[config.mk]
export PLATFORM = sky130hd
export DESIGN_NAME = op_sequencer_flat
export DESIGN_NICKNAME = d
export VERILOG_FILES = /design/src/design/tmip_data_pkg.sv /design/src/design/tmip_ctrl_pkg.sv /design/src/design/mem_if.sv /design/src/design/op_sequencer.sv /design/src/flat_wrapper.sv
export SDC_FILE = /design/constraint.sdc
export NUM_CORES = 1
export LEC_CHECK = 0
export ABC_AREA = 1
export BUFFER_PORTS_ARGS = -buffer_cell sky130_fd_sc_hd__clkbuf_2
export CAP_MARGIN = 0
export CORE_AREA = 8 8 91 93
export DETAILED_ROUTE_END_ITERATION = 8
export DIE_AREA = 0 0 99 101
export PLACE_DENSITY = 0.8
export SETUP_SLACK_MARGIN = 0.5
export SYNTH_ARGS = -nofsm -noshare
export SYNTH_HDL_FRONTEND = slang
export SYNTH_SLANG_ARGS = --single-unit
[constraint.sdc]
create_clock -name clk -period 3.4 [get_ports clk]
set_input_delay 0.51 -clock clk [delete_from_list [all_inputs] [get_ports clk]]
set_output_delay 0.51 -clock clk [all_outputs]
set_load 0.1 [all_outputs]
[src/design/tmip_data_pkg.sv]
// data types for the matcher; pixels are signed 16 bit, images at most 16x16 (256 words)
`default_nettype none

package tmip_data_pkg;

	localparam int TAPS          = 9;
	localparam int BRIGHT_OFFSET = 50;

	typedef logic signed [15:0] pixel_t;  // image pixel or template coefficient
	typedef logic signed [39:0] corr_t;   // correlation sum
	typedef logic [7:0]         addr_t;   // address into either memory
	typedef logic [3:0]         coord_t;  // row or column
	typedef logic [4:0]         side_t;   // 4, 8 or 16

	// flips and zoom-in are not supported, so only three codes
	typedef enum logic [2:0] {
		ACT_XCORR  = 3'd0,
		ACT_POOL   = 3'd1,
		ACT_ADJUST = 3'd7
	} action_t;

	typedef pixel_t template_t [TAPS];

endpackage

`default_nettype wire

[src/design/tmip_ctrl_pkg.sv]
// control types for the action sequencer; one engine owns the image port at a time
`default_nettype none

package tmip_ctrl_pkg;

	typedef enum logic [2:0] {
		LOAD,
		DISPATCH,
		POOL,
		ADJUST,
		XCORR,
		STREAM
	} seq_state_t;

	// owner of the image memory port
	typedef enum logic [1:0] {
		SEL_LOAD,
		SEL_POOL,
		SEL_ADJUST,
		SEL_XCORR
	} engine_sel_t;

endpackage

`default_nettype wire

[src/design/mem_if.sv]
// one synchronous memory port; rdata returns the word addressed in the previous cycle
`default_nettype none

interface mem_if
	import tmip_data_pkg::*;
#(
	parameter type data_t = pixel_t
);
	addr_t addr;
	logic  wen;
	data_t wdata;
	data_t rdata;

	modport engine (output addr, output wen, output wdata, input rdata);
	modport memory (input addr, input wen, input wdata, output rdata);

endinterface

`default_nettype wire

[src/design/op_sequencer.sv]
// plays back the action queue; relies on the queue ending with ACT_XCORR
`default_nettype none

module op_sequencer
	import tmip_data_pkg::*;
	import tmip_ctrl_pkg::*;
#(
	parameter int MAX_ACTIONS = 8
) (
	input  wire     clk,
	input  wire     rst_n,
	input  wire     loaded,
	input  side_t   side_in,
	input  action_t actions [MAX_ACTIONS],
	input  wire     pool_done,
	input  wire     adjust_done,
	input  wire     xcorr_done,
	input  wire     stream_done,
	output side_t   side,
	output logic    pool_start,
	output logic    adjust_start,
	output logic    xcorr_start,
	output logic    stream_start,
	mem_if.memory   loader_mem,
	mem_if.memory   pool_mem,
	mem_if.memory   adjust_mem,
	mem_if.memory   xcorr_mem,
	mem_if.engine   img_mem
);

	localparam int AW = $clog2(MAX_ACTIONS);

	seq_state_t    state;
	engine_sel_t   sel;
	logic [AW-1:0] ptr;

	//============================================================
	// state machine
	//============================================================
	always_ff @(posedge clk or negedge rst_n) begin
		if (!rst_n) begin
			state        <= LOAD;
			side         <= '0;
			ptr          <= '0;
			pool_start   <= 1'b0;
			adjust_start <= 1'b0;
			xcorr_start  <= 1'b0;
			stream_start <= 1'b0;
		end else begin
			pool_start   <= 1'b0;
			adjust_start <= 1'b0;
			xcorr_start  <= 1'b0;
			stream_start <= 1'b0;
			case (state)
				LOAD: if (loaded) begin
					state <= DISPATCH;
					side  <= side_in;
					ptr   <= '0;
				end
				DISPATCH: begin
					ptr <= ptr + 1'b1;
					case (actions[ptr])
						ACT_POOL: begin
							state      <= POOL;
							pool_start <= 1'b1;
						end
						ACT_ADJUST: begin
							state        <= ADJUST;
							adjust_start <= 1'b1;
						end
						default: begin
							state       <= XCORR;
							xcorr_start <= 1'b1;
						end
					endcase
				end
				POOL, ADJUST: if (pool_done || adjust_done) begin
					state <= DISPATCH;
					if (side > 5'd4)
						side <= side >> 1;  // both rewrites halve down to 4
				end
				XCORR: if (xcorr_done) begin
					state        <= STREAM;
					stream_start <= 1'b1;
				end
				STREAM: if (stream_done)
					state <= LOAD;
				default: state <= LOAD;
			endcase
		end
	end

	//============================================================
	// image port mux
	//============================================================
	always_comb begin
		case (state)
			POOL:    sel = SEL_POOL;
			ADJUST:  sel = SEL_ADJUST;
			XCORR:   sel = SEL_XCORR;
			default: sel = SEL_LOAD;
		endcase
	end

	always_comb begin
		case (sel)
			SEL_POOL: begin
				img_mem.addr = pool_mem.addr; img_mem.wen = pool_mem.wen;
				img_mem.wdata = pool_mem.wdata;
			end
			SEL_ADJUST: begin
				img_mem.addr = adjust_mem.addr; img_mem.wen = adjust_mem.wen;
				img_mem.wdata = adjust_mem.wdata;
			end
			SEL_XCORR: begin
				img_mem.addr = xcorr_mem.addr; img_mem.wen = xcorr_mem.wen;
				img_mem.wdata = xcorr_mem.wdata;
			end
			default: begin
				img_mem.addr = loader_mem.addr; img_mem.wen = loader_mem.wen;
				img_mem.wdata = loader_mem.wdata;
			end
		endcase
	end

	// read data is shared
	assign loader_mem.rdata = img_mem.rdata;
	assign pool_mem.rdata   = img_mem.rdata;
	assign adjust_mem.rdata = img_mem.rdata;
	assign xcorr_mem.rdata  = img_mem.rdata;

endmodule

`default_nettype wire

[src/flat_wrapper.sv]
// flat-port wrapper written by rule: the top's interface ports become plain ports
module op_sequencer_flat import tmip_data_pkg::*; import tmip_ctrl_pkg::*;
#(
	parameter int MAX_ACTIONS = 8
)
  (clk, rst_n, loaded, side_in, actions, pool_done, adjust_done, xcorr_done, stream_done, side, pool_start, adjust_start, xcorr_start, stream_start, loader_mem_addr, loader_mem_wen, loader_mem_wdata, loader_mem_rdata, pool_mem_addr, pool_mem_wen, pool_mem_wdata, pool_mem_rdata, adjust_mem_addr, adjust_mem_wen, adjust_mem_wdata, adjust_mem_rdata, xcorr_mem_addr, xcorr_mem_wen, xcorr_mem_wdata, xcorr_mem_rdata, img_mem_addr, img_mem_wen, img_mem_wdata, img_mem_rdata);
  mem_if loader_mem_i ();
  mem_if pool_mem_i ();
  mem_if adjust_mem_i ();
  mem_if xcorr_mem_i ();
  mem_if img_mem_i ();
  input  wire clk;
  input  wire rst_n;
  input  wire loaded;
  input  side_t side_in;
  input  action_t actions[MAX_ACTIONS];
  input  wire pool_done;
  input  wire adjust_done;
  input  wire xcorr_done;
  input  wire stream_done;
  output side_t side;
  output logic pool_start;
  output logic adjust_start;
  output logic xcorr_start;
  output logic stream_start;
  input wire logic [$bits(loader_mem_i.addr)-1:0] loader_mem_addr;
  input wire logic [$bits(loader_mem_i.wen)-1:0] loader_mem_wen;
  input wire logic [$bits(loader_mem_i.wdata)-1:0] loader_mem_wdata;
  output wire logic [$bits(loader_mem_i.rdata)-1:0] loader_mem_rdata;
  input wire logic [$bits(pool_mem_i.addr)-1:0] pool_mem_addr;
  input wire logic [$bits(pool_mem_i.wen)-1:0] pool_mem_wen;
  input wire logic [$bits(pool_mem_i.wdata)-1:0] pool_mem_wdata;
  output wire logic [$bits(pool_mem_i.rdata)-1:0] pool_mem_rdata;
  input wire logic [$bits(adjust_mem_i.addr)-1:0] adjust_mem_addr;
  input wire logic [$bits(adjust_mem_i.wen)-1:0] adjust_mem_wen;
  input wire logic [$bits(adjust_mem_i.wdata)-1:0] adjust_mem_wdata;
  output wire logic [$bits(adjust_mem_i.rdata)-1:0] adjust_mem_rdata;
  input wire logic [$bits(xcorr_mem_i.addr)-1:0] xcorr_mem_addr;
  input wire logic [$bits(xcorr_mem_i.wen)-1:0] xcorr_mem_wen;
  input wire logic [$bits(xcorr_mem_i.wdata)-1:0] xcorr_mem_wdata;
  output wire logic [$bits(xcorr_mem_i.rdata)-1:0] xcorr_mem_rdata;
  output wire logic [$bits(img_mem_i.addr)-1:0] img_mem_addr;
  output wire logic [$bits(img_mem_i.wen)-1:0] img_mem_wen;
  output wire logic [$bits(img_mem_i.wdata)-1:0] img_mem_wdata;
  input wire logic [$bits(img_mem_i.rdata)-1:0] img_mem_rdata;
  assign loader_mem_i.addr = loader_mem_addr;
  assign loader_mem_i.wen = loader_mem_wen;
  assign loader_mem_i.wdata = loader_mem_wdata;
  assign loader_mem_rdata = loader_mem_i.rdata;
  assign pool_mem_i.addr = pool_mem_addr;
  assign pool_mem_i.wen = pool_mem_wen;
  assign pool_mem_i.wdata = pool_mem_wdata;
  assign pool_mem_rdata = pool_mem_i.rdata;
  assign adjust_mem_i.addr = adjust_mem_addr;
  assign adjust_mem_i.wen = adjust_mem_wen;
  assign adjust_mem_i.wdata = adjust_mem_wdata;
  assign adjust_mem_rdata = adjust_mem_i.rdata;
  assign xcorr_mem_i.addr = xcorr_mem_addr;
  assign xcorr_mem_i.wen = xcorr_mem_wen;
  assign xcorr_mem_i.wdata = xcorr_mem_wdata;
  assign xcorr_mem_rdata = xcorr_mem_i.rdata;
  assign img_mem_addr = img_mem_i.addr;
  assign img_mem_wen = img_mem_i.wen;
  assign img_mem_wdata = img_mem_i.wdata;
  assign img_mem_i.rdata = img_mem_rdata;
  op_sequencer #(.MAX_ACTIONS(MAX_ACTIONS)) u_core (.clk(clk), .rst_n(rst_n), .loaded(loaded), .side_in(side_in), .actions(actions), .pool_done(pool_done), .adjust_done(adjust_done), .xcorr_done(xcorr_done), .stream_done(stream_done), .side(side), .pool_start(pool_start), .adjust_start(adjust_start), .xcorr_start(xcorr_start), .stream_start(stream_start), .loader_mem(loader_mem_i), .pool_mem(pool_mem_i), .adjust_mem(adjust_mem_i), .xcorr_mem(xcorr_mem_i), .img_mem(img_mem_i));
endmodule
==> impl_metrics.json <==
{
  "clkLatencyLatePin_ns": 0.25,
  "r2r-end": "u_core.side[1]",
  "drt_wl_total_um": 8400,
  "synth.area.top_cells": "nand2_1 23%, buf_4 22%, dfrtp_1 17%, nand3_1 9.9%, nand4_1 7.5%",
  "tightestPinTransition_ns": 0.659,
  "global_route.usage.total": 0.159,
  "maxSlewViolCount": 0,
  "synth_commonest_cells": "134 x nand2_1, 65 x buf_4, 43 x nand3_1, 26 x inv_1, 26 x nand4_1",
  "iteration_0_drc_markers": 127,
  "ys_dominant_reg_cell": "dfrtp_1",
  "vdd_ir_drop_max_mv": 1.01,
  "final_layout_size_suffix_gt1_frac": 0.407,
  "cts_max_path_buffers": 2,
  "gpl.final_weighted_congestion": 0.935,
  "numClockSinks": 15,
  "residual_overflow_from_global_routing": 0,
  "clkSlewWorstSetupHoldPaths_ns": 0.06,
  "post-synth-top-area-cell": "nand2_1",
  "clock_tree.htree_level_count": 1,
  "row_count": 31,
  "run_status": "finished, final reports clean",
  "overall_die_height_um": 101,
  "timing.critical_path.to_type": "output pin",
  "final_instance_area_um2": 2690,
  "grt_setup_unrepaired": "yes",
  "synth-seq-cells": 15,
  "crit_path_start_kind": "flop",
  "detail_route.vias_per_cell": 4.85,
  "cellPowerDensity_nw_per_um2": 1380,
  "final_setup_violations": 0,
  "path_max_fanout": 27,
  "cp_data_required_time_ns": 2.89,
  "starting_utilization_of_the_core_area": 0.314,
  "grt_start_max_net_pins": 36,
  "relative_area_change_from_synthesis_to_final_layout_pct": 23.4,
  "cp_data_arrival_time_ns": 2.25,
  "tritoncts": "done",
  "fin_setup_tns_ns": 0,
  "leakagePower_nw": 1.60,
  "yosys.area.top_type_share": 0.231,
  "timing.final.hold_violations": 0,
  "core_area_um2": 6940,
  "most_frequently_used_cell_type_in_the_post_synthesis_netlist": "nand2_1",
  "finalWorstPathRequiredPeriod_ns": 2.76,
  "avgSynthCellArea_um2": 5.93,
  "synth-seq-area-share": 0.172,
  "syn-num-nets": 521,
  "root_driver": "clkbuf_8",
  "maxClockFrequency_ghz": 0.362,
  "ios": 250,
  "vias": 2663,
  "timing.clock.skew_ns": 0.00128,
  "maxCapViolCount": 0,
  "synth-warning-count": 0,
  "drt_pre_antenna_iters": 4,
  "layout.core_utilization": 0.388,
  "dp_cells": 542,
  "grt_antenna_before_repair": 1,
  "asyncSetResetFlopFracSynth": 1.00,
  "synth_enable_flop_cells": 0,
  "cts_hold_repair.buffers": 0,
  "place.port_buffers": 169,
  "diodes": 0,
  "post-dp-hpwl_um": 7070,
  "drcViolationCount": 0,
  "number_of_global_route_vias_before_repair": 2765,
  "regToRegStartpoint": "u_core.state[2]",
  "syn_inst": 368,
  "antenna_violation_net_count_after_detailed_routing": 0,
  "path_class": "reg2out",
  "place_area_um2": 2580,
  "holdCritPathClass": "in2async",
  "slew-limit-headroom": 0.560,
  "fp.dieArea_um2": 10000,
  "reg2reg_slack_ns": 1.60,
  "fillers": 746,
  "layoutNonFillerInstCount": 549,
  "number_of_buffers_added_by_the_clock_tree_synthesis_step": 3,
  "fp.dieW_um": 99,
  "finalPower_mw": 3.71,
  "synth.distinct_cells": 24,
  "route.detailed.wl_per_inst_um": 15.3,
  "final_net_count": 621,
  "min_period_over_period": 0.813,
  "grt_pass1_wl_um": 12900,
  "netlist_area_um2": 2180,
  "reg2regPathDepth": 8
}
==> state kept, by name (all words and copies together), names as in the netlist <==
name                 cells
u_core.adjust_start      1
u_core.pool_start        1
u_core.ptr               3
u_core.side              5
u_core.state             3
u_core.stream_start      1
u_core.xcorr_start       1
==> critical path: stages (launching register included) <==
cell and delay [ns]:
dfrtp_1 0.40, nor2_1 0.11, nand2_1 0.13, clkinv_2 0.36, nor2_4 0.25, buf_12 0.15
nand2_1 0.05, nand4_1 0.06, clkbuf_2 0.47
==> layer usage <==
layer / part of all wire / GRT usage
met1: 0.39 / 0.179
met2: 0.49 / 0.271
met3: 0.10 / 0.0601
met4: 0.016 / 0.0508
met5: 0.0012 / 0
==> how the worst max path moves through the flow <==
stage	startpoint	endpoint	slack (ns)	cells after the start
after detailed placement	u_core.state[1]	img_mem_wdata[5]	0.81	7
after CTS	u_core.state[1]	img_mem_wdata[5]	0.53	7
final	u_core.state[1]	img_mem_wdata[15]	0.64	8
after global routing	u_core.state[1]	img_mem_wdata[15]	0.43	8
after floorplan	u_core.state[1]	img_mem_addr[2]	0.88	7
after global placement	u_core.state[1]	img_mem_addr[1]	0.90	7
==> area by class of cell <==
cell class                 instances  area, µm²  share of cell area
timing repair buffer             172        903               0.336
tap                               82        103              0.0381
multi-input combinational        245       1150               0.426
clock buffer                       4       45.0              0.0167
sequential                        15        375               0.139
inverter                          31        118              0.0437
==> power breakdown <==
part | total [mW] | switching, mW | internal, mW
clock network | 0.142 | 0.0595 | 0.0829
registers | 0.336 | 0.0790 | 0.257
logic | 3.23 | 2.63 | 0.604
total | 3.71 | 2.77 | 0.943
==> per-stage QoR <==
stage          setup WS [ns]  hold WS [ns]
5_1_grt                0.428         0.190
4_1_cts                0.534         0.178
2_1_floorplan          0.879         0.214
3_3_place_gp           0.897         0.439
3_5_place_dp           0.810         0.447
6_report               0.637         0.166
==> what timing repair did <==
| action | CTS | global route |
|---|---|---|
| resized for setup | 0 | 18 |
| endpoints found under the setup margin | 0 | 25 |
| setup buffers | 0 | 2 |
==> placed cells by master (no fill, tap or decap), drive strengths merged <==
master,netlist,final
ha,1,1
clkbuf,5,165
dfrtp,15,15
o211ai,1,1
nand2,137,137
o22ai,1,1
xnor2,1,1
a21oi,2,2
nand4,26,26
nand3,47,47
nand3b,1,1
o21ai,10,10
nor2,16,17
buf,73,11
clkinv,0,1
inv,31,30
a31oi,1,1
==> logic make-up after synthesis <==
group,after synthesis,share of synthesized area
AO/OA/AOI/OAI,15,0.0436
buffers and inverters,109,0.307
adder cells (fa/ha/maj),1,0.00574
XOR/XNOR,1,0.00402
flip-flops,15,0.172
AND/OR/NAND/NOR,227,0.468
Power figures use the tool's default switching activity.
