**config.mk**
```make
export PLATFORM = sky130hd
export DESIGN_NAME = input_loader_flat
export DESIGN_NICKNAME = d
export VERILOG_FILES = /design/src/design/tmip_data_pkg.sv /design/src/design/mem_if.sv /design/src/design/input_loader.sv /design/src/flat_wrapper.sv
export SDC_FILE = /design/constraint.sdc
export NUM_CORES = 1
export LEC_CHECK = 0
export ABC_AREA = 0
export BUFFER_PORTS_ARGS = -buffer_cell sky130_fd_sc_hd__buf_2
export CORE_MARGIN = 2
export CORE_UTILIZATION = 50
export CTS_CLUSTER_DIAMETER = 60
export DETAILED_ROUTE_END_ITERATION = 8
export PLACE_DENSITY = 0.85
export SLEW_MARGIN = 5
export SYNTH_ARGS = -nofsm -noshare
export SYNTH_HDL_FRONTEND = slang
export SYNTH_SLANG_ARGS = --single-unit
```
**constraint.sdc**
```tcl
create_clock -name clk -period 6.4 [get_ports clk]
set_clock_uncertainty 0.15 [all_clocks]
set_input_delay 1.28 -clock clk [delete_from_list [all_inputs] [get_ports clk]]
set_output_delay 1.28 -clock clk [all_outputs]
set_load 0.005 [all_outputs]
```
**src/design/tmip_data_pkg.sv**
```systemverilog
// data types for the matcher; pixels are signed 16 bit, images at most 16x16 (256 words)
`default_nettype none

package tmip_data_pkg;

	localparam int TAPS          = 9;
	localparam int BRIGHT_OFFSET = 50;

	typedef logic signed [15:0] pixel_t;  // image pixel or template coefficient
	typedef logic signed [39:0] corr_t;   // correlation sum
	typedef logic [7:0]         addr_t;   // address into either memory
	typedef logic [3:0]         coord_t;  // row or column
	typedef logic [4:0]         side_t;   // 4, 8 or 16

	// flips and zoom-in are not supported, so only three codes
	typedef enum logic [2:0] {
		ACT_XCORR  = 3'd0,
		ACT_POOL   = 3'd1,
		ACT_ADJUST = 3'd7
	} action_t;

	typedef pixel_t template_t [TAPS];

endpackage

`default_nettype wire

```
**src/design/mem_if.sv**
```systemverilog
// one synchronous memory port; rdata returns the word addressed in the previous cycle
`default_nettype none

interface mem_if
	import tmip_data_pkg::*;
#(
	parameter type data_t = pixel_t
);
	addr_t addr;
	logic  wen;
	data_t wdata;
	data_t rdata;

	modport engine (output addr, output wen, output wdata, input rdata);
	modport memory (input addr, input wen, input wdata, output rdata);

endinterface

`default_nettype wire

```
**src/design/input_loader.sv**
```systemverilog
// load path; expects img_size on the first beat and at most MAX_ACTIONS actions per run
`default_nettype none

module input_loader
	import tmip_data_pkg::*;
#(
	parameter int MAX_ACTIONS = 8
) (
	input  wire     clk,
	input  wire     rst_n,
	input  wire     in_valid,
	input  wire     in_valid_2,
	input  pixel_t  image,
	input  pixel_t  template,
	input  side_t   img_size,
	input  action_t action,
	mem_if.engine   mem,
	output side_t   side_in,
	output template_t taps,
	output action_t actions [MAX_ACTIONS],
	output logic    loaded
);

	localparam int AW = $clog2(MAX_ACTIONS);

	addr_t         cnt;      // pixel beat
	logic [AW-1:0] act_cnt;
	logic          in_valid_2_d;

	// pixels go straight to memory on their beat
	assign mem.addr  = cnt;
	assign mem.wen   = in_valid;
	assign mem.wdata = image;

	always_ff @(posedge clk or negedge rst_n) begin
		if (!rst_n) begin
			cnt     <= '0;
			side_in <= '0;
		end else if (in_valid) begin
			cnt <= cnt + 8'd1;
			if (cnt == 8'd0)
				side_in <= img_size;
		end else begin
			cnt <= '0;
		end
	end

	always_ff @(posedge clk) begin
		if (in_valid && cnt < TAPS)
			taps[cnt[3:0]] <= template;
	end

	always_ff @(posedge clk or negedge rst_n) begin
		if (!rst_n) begin
			act_cnt      <= '0;
			in_valid_2_d <= 1'b0;
			loaded       <= 1'b0;
			for (int i = 0; i < MAX_ACTIONS; i++)
				actions[i] <= ACT_XCORR;
		end else begin
			in_valid_2_d <= in_valid_2;
			loaded       <= in_valid_2_d && !in_valid_2;  // queue complete
			if (in_valid_2) begin
				actions[act_cnt] <= action;
				act_cnt          <= act_cnt + 1'b1;
			end else begin
				act_cnt <= '0;
			end
		end
	end

endmodule

`default_nettype wire

```
**src/flat_wrapper.sv**
```systemverilog
// flat-port wrapper written by rule: the top's interface ports become plain ports
module input_loader_flat import tmip_data_pkg::*;
#(
	parameter int MAX_ACTIONS = 8
)
  (clk, rst_n, in_valid, in_valid_2, image, template, img_size, action, side_in, taps, actions, loaded, mem_addr, mem_wen, mem_wdata, mem_rdata);
  mem_if mem_i ();
  input  wire clk;
  input  wire rst_n;
  input  wire in_valid;
  input  wire in_valid_2;
  input  pixel_t image;
  input  pixel_t template;
  input  side_t img_size;
  input  action_t action;
  output side_t side_in;
  output template_t taps;
  output action_t actions[MAX_ACTIONS];
  output logic loaded;
  output wire logic [$bits(mem_i.addr)-1:0] mem_addr;
  output wire logic [$bits(mem_i.wen)-1:0] mem_wen;
  output wire logic [$bits(mem_i.wdata)-1:0] mem_wdata;
  input wire logic [$bits(mem_i.rdata)-1:0] mem_rdata;
  assign mem_addr = mem_i.addr;
  assign mem_wen = mem_i.wen;
  assign mem_wdata = mem_i.wdata;
  assign mem_i.rdata = mem_rdata;
  input_loader #(.MAX_ACTIONS(MAX_ACTIONS)) u_core (.clk(clk), .rst_n(rst_n), .in_valid(in_valid), .in_valid_2(in_valid_2), .image(image), .template(template), .img_size(img_size), .action(action), .mem(mem_i), .side_in(side_in), .taps(taps), .actions(actions), .loaded(loaded));
endmodule
```
==> flow_metrics.tcl, run 1 <==
set metrics [dict create \
    status "complete, no violations" \
    cts_buffers 17 \
    fin_util 0.645 \
    critPathBufInv 2 \
    netlist_area_mm2 0.00632 \
    cts.sinks 186 \
    dpl_cell_area_mm2 0.00745 \
    place_congestion 0.761 \
    timing.fmax_mhz 325 \
    drive_gt1_frac 0.535 \
    path_class "in2out" \
    dieArea_mm2 0.0135 \
    initial_core_util 0.507 \
    synth.area.top_cells "edfxtp_1 (68%), dfrtp_1 (17%), mux2_2 (5.2%), buf_4 (2.0%), ha_1 (0.99%)" \
    filler_cell_count 839 \
    die_x_um 116 \
    num_antenna_cells 0 \
    grt_max_degree 43 \
    wl_mm 13.4 \
    core_area_mm2 0.0125 \
    slowest_stage "buf_2" \
    grt_first_pass_wirelength_mm 18.8 \
    die_h_um 116 \
    synth_commonest_cells "edfxtp_1 (144), dfrtp_1 (42), mux2_2 (29), buf_4 (17), and3_1 (8)" \
    critPathMaxStageDelay_ns 0.21 \
    crit_chain "buf_2 -> buf_2" \
    placed_cells 660 \
    post-cts-setup-buffers 0 \
    cts-htree-levels 4 \
    first_pass_iters 5 \
    num-nets-final 572 \
    crit_family "buffers and inverters" \
    hold_viol_final 0 \
    cp.arrival_ns 1.64 \
    yosysUniqueCellTypes 31 \
    cts_tree "built" \
    grt-ovfl-total 0 \
    min_period_ns 3.07 \
    p_per_area_mw_per_mm2 329 \
    clkLatencyLatePin_ns 0.42 \
    wire_per_inst_um 19.3 \
    crit_fanout 13 \
    synth_cells 298 \
    syn_area_per_cell_um2 21.2 \
    stdcell_count 692 \
    tightestPinTransition_ns 1.05 \
    final.setup.worst_slack_ns 3.33 \
    min_path_type "reg2reg" \
    drtIter0Drc 196 \
    yosysMostFrequentCell "edfxtp_1" \
    async_flop_share 0.226 \
    ant_nets 0 \
    num_vias 3449 \
    cts_resized 0 \
    synth_enable_flop_cells 144 \
    dp_slack_ns 3.09 \
    crit_path_end_kind "output port" \
    vias_per_cell 4.98 \
    antenna_found_initial 1 \
    crit_required_ns 4.97 \
    finalMaxSlewViolations 0 \
    ys_ff_latch 186 \
    drc 0 \
    synth_top_area_cell "edfxtp_1" \
    r2r_start "u_core.mem.addr[6]" \
    p_leak_nw 3.35 \
    cts_root_buffer "clkbuf_16" \
    tns_ns 0 \
    ys_warn_count 0 \
    drv_cap 0 \
    ctsHoldBuffers 0 \
    path_clk_slew_ns 0.07 \
    rows 41 \
    rsz0062_at_grt "no" \
    io_pins 259 \
    synth_seq_area_share 0.851 \
    cp-startpoint "in_valid" \
    io_buffers 210 \
    relSlewSlack 0.301 \
    fin_crit_sh 0.480 \
    design_area_mm2 0.00805 \
    grt_pass1_vias 3349 \
    finalSetupViolCount 0 \
    synth.top_cell.area_share 0.685 \
    cpMostUsedCell "buf_2" \
    grtUsageTotal 0.195 \
    syn-num-nets 363 \
    hp-start "u_core.in_valid_2_d" \
    syn2layout_area_growth_pct 27.4 \
    peakVddDrop_v 0.000220 \
    synthFlopType "edfxtp_1" \
    dpl.hpwl_mm 8.97 \
    clk_path_buf_depth 2 \
    cp-start-kind "input port" \
]
==> cell usage in the layout, fill, tap and decap left out, drive strengths merged <==
master / instances
xnor2: 2
clkbuf: 19
nor2b: 4
nor4b: 1
inv: 6
edfxtp: 144
nand3: 5
mux2i: 2
clkinv: 5
nor4: 1
clkinvlp: 2
buf: 211
a21boi: 1
and3: 8
nand2b: 3
and2: 7
bufinv: 2
mux2: 29
nand4: 3
and4b: 1
o21ai: 1
nor3: 2
xor2: 2
nor3b: 2
nand2: 4
nand4b: 3
dfrtp: 42
or3: 1
ha: 5
nor2: 2
==> per-stage QoR <==
stage	hold slack, ns	power [mW]
finish	0.341	2.64
global route	0.354	2.74
CTS	0.344	2.67
detailed placement	0.316	1.64
global placement	0.298	1.62
floorplan	0.289	1.52
==> area by class of cell <==
cell class	count	area (µm²)	area share
Clock buffer	19	433	0.0538
Clock inverter	13	164	0.0204
Inverter	2	7.51	0.000933
Multi-Input combinational cell	89	793	0.0986
Sequential cell	186	5380	0.668
Tap cell	172	215	0.0267
Timing Repair Buffer	211	1060	0.132
==> state kept, by name, summed over array words and instances, names as in the netlist <==
signal	flops
u_core.mem.addr	8
u_core.act_cnt	3
u_core.actions	24
u_core.loaded	1
u_core.taps	144
u_core.in_valid_2_d	1
u_core.side_in	5
==> metal layers <==
| metal | up-vias | share of wire | routed length (µm) | GRT usage |
|---|---|---|---|---|
| li1 | 1537 | - | - | - |
| met1 | 1673 | 0.39 | 5220 | 0.240 |
| met2 | 217 | 0.50 | 6680 | 0.315 |
| met3 | 20 | 0.098 | 1310 | 0.0773 |
| met4 | 2 | 0.012 | 163 | 0.0683 |
| met5 | - | 0.00082 | 11 | 0 |
==> cells by family after synthesis <==
family | Yosys count | synth area share
muxes | 31 | 0.0549
DFF | 186 | 0.851
buffers and inverters | 23 | 0.0244
and+or+nand+nor | 47 | 0.0523
xor gates and xnor gates | 4 | 0.00555
adders and majority gates | 5 | 0.00990
AOI/OAI and AO/OA | 2 | 0.00198
==> where the power goes <==
part	total (mW)	internal (mW)	switching, mW
combinational	0.191	0.0960	0.0953
sequential	1.42	1.38	0.0383
clock	1.04	0.587	0.449
total	2.64	2.06	0.582
==> worst paths after layout <==
path | endpoint | slack [ns] | cells after the start
max | mem_wen | 3.33 | 2
min | u_core.loaded | 0.34 | 1
max reg2reg | u_core.taps[11] | 3.77 | 3
min reg2reg | u_core.loaded | 0.34 | 1
max in group asynchronous | u_core.in_valid_2_d | 4.69 | 1
min in group asynchronous | u_core.side_in[0] | 0.83 | 1
Note: power is estimated with default switching activity, not from simulation.
==> run 2: changes to the inputs <==
ABC_AREA = 1   (was 0)
CORE_UTILIZATION = 43   (was 50)
PLACE_DENSITY = 0.78   (was 0.85)
clock period = 2.81 ns   (was 6.4 ns; I/O delays follow)
==> run 2 against run 1 <==
Compared with the run above: core utilization down 8.2 points; combinational power up 130%; global-route usage down 1.2 points; cell count up 14%; largest cell class unchanged; highest routed layer is now met4; critical endpoint is now u_core.taps[86].
==> flow_metrics.tcl, run 2 <==
set metrics [dict create \
    synth_cells 366 \
    critPathMaxStageDelay_ns 0.44 \
    tightestPinTransition_ns 0.899 \
    min_period_ns 1.97 \
    cts_buffers 17 \
    crit_path_end "u_core.taps[86]" \
    rsz0062_at_grt "no" \
    yosysMostFrequentCell "edfxtp_1" \
    die_x_um 124 \
    relSlewSlack 0.401 \
    io_buffers 210 \
    filler_cell_count 1145 \
    wl_met2_mm 6.72 \
    syn_area_per_cell_um2 17.1 \
    wire_per_inst_um 17.3 \
    num-nets-final 655 \
    largest_reg_flops 144 \
    design_area_mm2 0.00810 \
    cts.sinks 186 \
    grt-ovfl-total 0 \
    hold_viol_final 0 \
    core_area_mm2 0.0144 \
    cp.arrival_ns 1.91 \
    top_layer_used "met4" \
    clkLatencyLatePin_ns 0.41 \
    rows 44 \
    die_h_um 124 \
    drtIter0Drc 212 \
    synthFlopType "edfxtp_1" \
    path_clk_slew_ns 0.07 \
    ys_warn_count 0 \
    syn2layout_area_growth_pct 29.8 \
    r2r_start "u_core.mem.addr[0]" \
    synth_top_area_cell "edfxtp_1" \
    num_antenna_cells 0 \
    cp-startpoint "u_core.mem.addr[0]" \
    rr_worst_depth 7 \
    p_per_area_mw_per_mm2 733 \
    met1Wirelength_mm 5.49 \
    syn-num-nets 431 \
    path_depth 7 \
    finalSetupViolCount 0 \
    synth_enable_flop_cells 144 \
    yosysUniqueCellTypes 16 \
    critPathBufInv 2 \
    place_congestion 0.781 \
    ys_ff_latch 186 \
    antenna_found_initial 0 \
    crit_required_ns 2.75 \
    ctsHoldBuffers 0 \
    timing.fmax_mhz 508 \
    first_pass_iters 4 \
    r2r_slack_ns 0.84 \
    grt_pass1_vias 3742 \
    synth.top_cell.area_share 0.693 \
    path_class "reg2reg" \
    min_path_type "in2async" \
    crit_chain "inv_1 -> ha_1 -> nand2_1 -> nand2_1 -> nand3_1 -> nor2_2 -> buf_4" \
    initial_core_util 0.434 \
    post-cts-setup-buffers 0 \
    dieArea_mm2 0.0155 \
    tns_ns 0 \
    status "complete, no violations" \
    synth.area.top_cells "edfxtp_1 (69%), dfrtp_1 (17%), nand2_1 (3.2%), buf_4 (2.0%), o21ai_0 (1.9%)" \
    vias_per_cell 4.75 \
    cpMostUsedCell "nand2_1" \
    r2r_end "u_core.taps[86]" \
    ant_nets 0 \
    wl_mm 13.6 \
    peakVddDrop_v 0.000336 \
    clk_path_buf_depth 2 \
    crit_path_end_kind "flop" \
    cts_root_buffer "clkbuf_16" \
    dpl.hpwl_mm 9.46 \
    dpl_cell_area_mm2 0.00752 \
    async_flop_share 0.226 \
    layout_commonest_cell "buf_2" \
    drv_cap 0 \
    grt_first_pass_wirelength_mm 21.3 \
    drive_gt1_frac 0.443 \
    cp-start-kind "flop" \
    io_pins 259 \
    met3WireLength_mm 1.18 \
    slowest_stage "dfrtp_1" \
    finalMaxSlewViolations 0 \
    p_leak_nw 3.45 \
    grt_max_degree 43 \
    fin_crit_sh 0.700 \
    cts_tree "built" \
    drc 0 \
    cts-htree-levels 4 \
    synth_seq_area_share 0.861 \
    final_cell_mix "buf_2 (210), edfxtp_1 (144), nand2_1 (53)" \
    netlist_area_mm2 0.00624 \
    synth_commonest_cells "edfxtp_1 (144), nand2_1 (53), dfrtp_1 (42), nor2_1 (28), o21ai_0 (24)" \
    crit_fanout 16 \
    crit_family "flip-flops" \
    cts_resized 0 \
    grtUsageTotal 0.182 \
    num_vias 3735 \
]
[run 2: cell types whose count changed in the layout (fill, tap and decap cells not counted), moves of 8 or more]
cell,previous run,this run
nand2_1,4,53
buf_4,1,13
inv_1,2,22
nand3_1,5,14
mux2_2,29,0
nor2_1,1,22
and3_1,8,0
o21ai_0,1,24
[run 2: kinds of logic (layout without fill, tap and decap cells)]
family / Yosys count / count (layout) / synth area share
AOI/OAI and AO/OA: 30 / 30 / 0.0241
xor gates and xnor gates: 1 / 1 / 0.00140
adders and majority gates: 5 / 5 / 0.0100
buffers and inverters: 40 / 277 / 0.0345
DFF: 186 / 186 / 0.861
and+or+nand+nor: 104 / 104 / 0.0688
[run 2: how the worst min path moves through the flow]
| stage | cells after the start | endpoint | slack (ns) | start |
|---|---|---|---|---|
| floorplan | 0 | u_core.act_cnt[0] | 0.12 | rst_n |
| global placement | 2 | u_core.loaded | 0.30 | u_core.in_valid_2_d |
| global route | 1 | u_core.in_valid_2_d | 0.16 | in_valid_2 |
| finish | 1 | u_core.side_in[4] | 0.12 | rst_n |
| detailed placement | 2 | u_core.side_in[4] | 0.31 | u_core.side_in[4] |
| CTS | 1 | u_core.side_in[1] | 0.13 | rst_n |
[run 2: final cells by class]
class                           instances  area, µm²  area share
Timing Repair Buffer                  223       1150       0.142
Multi-Input combinational cell        140        681      0.0841
Inverter                               22       82.6      0.0102
Clock buffer                           17        425      0.0525
Sequential cell                       186       5380       0.664
Clock inverter                         15        155      0.0192
Tap cell                              184        230      0.0284
[run 2: through the flow]
step | power [mW] | util | hold WS (ns) | setup slack [ns] | cells
after floorplan | 3.45 | - | 0.116 | 0.233 | 366
after global placement | 3.69 | 0.523 | 0.301 | 0.793 | 755
after detailed placement | 3.71 | 0.523 | 0.306 | 0.763 | 755
after CTS | 6.00 | 0.564 | 0.128 | 0.811 | 787
after global routing | 6.20 | 0.564 | 0.159 | 0.690 | 787
final | 5.94 | 0.564 | 0.120 | 0.842 | 787
[run 2: metal layers]
metal	vias to the layer above	global-route usage
li1	1727	-
met2	187	0.298
met3	20	0.0692
met5	-	0
met4	0	0.0661
met1	1801	0.223
[run 2: worst reg2reg max path, cell delays in order (launching register included)]
cell and delay, ns:
dfrtp_1 0.44, inv_1 0.11, ha_1 0.20, nand2_1 0.09, nand2_1 0.10, nand3_1 0.13
nor2_2 0.11, buf_4 0.30
[run 2: power by group]
part	total, mW	switching [mW]	internal, mW
logic	0.431	0.250	0.181
clock network	2.29	1.03	1.26
registers	3.22	0.0851	3.14
total	5.94	1.37	4.57
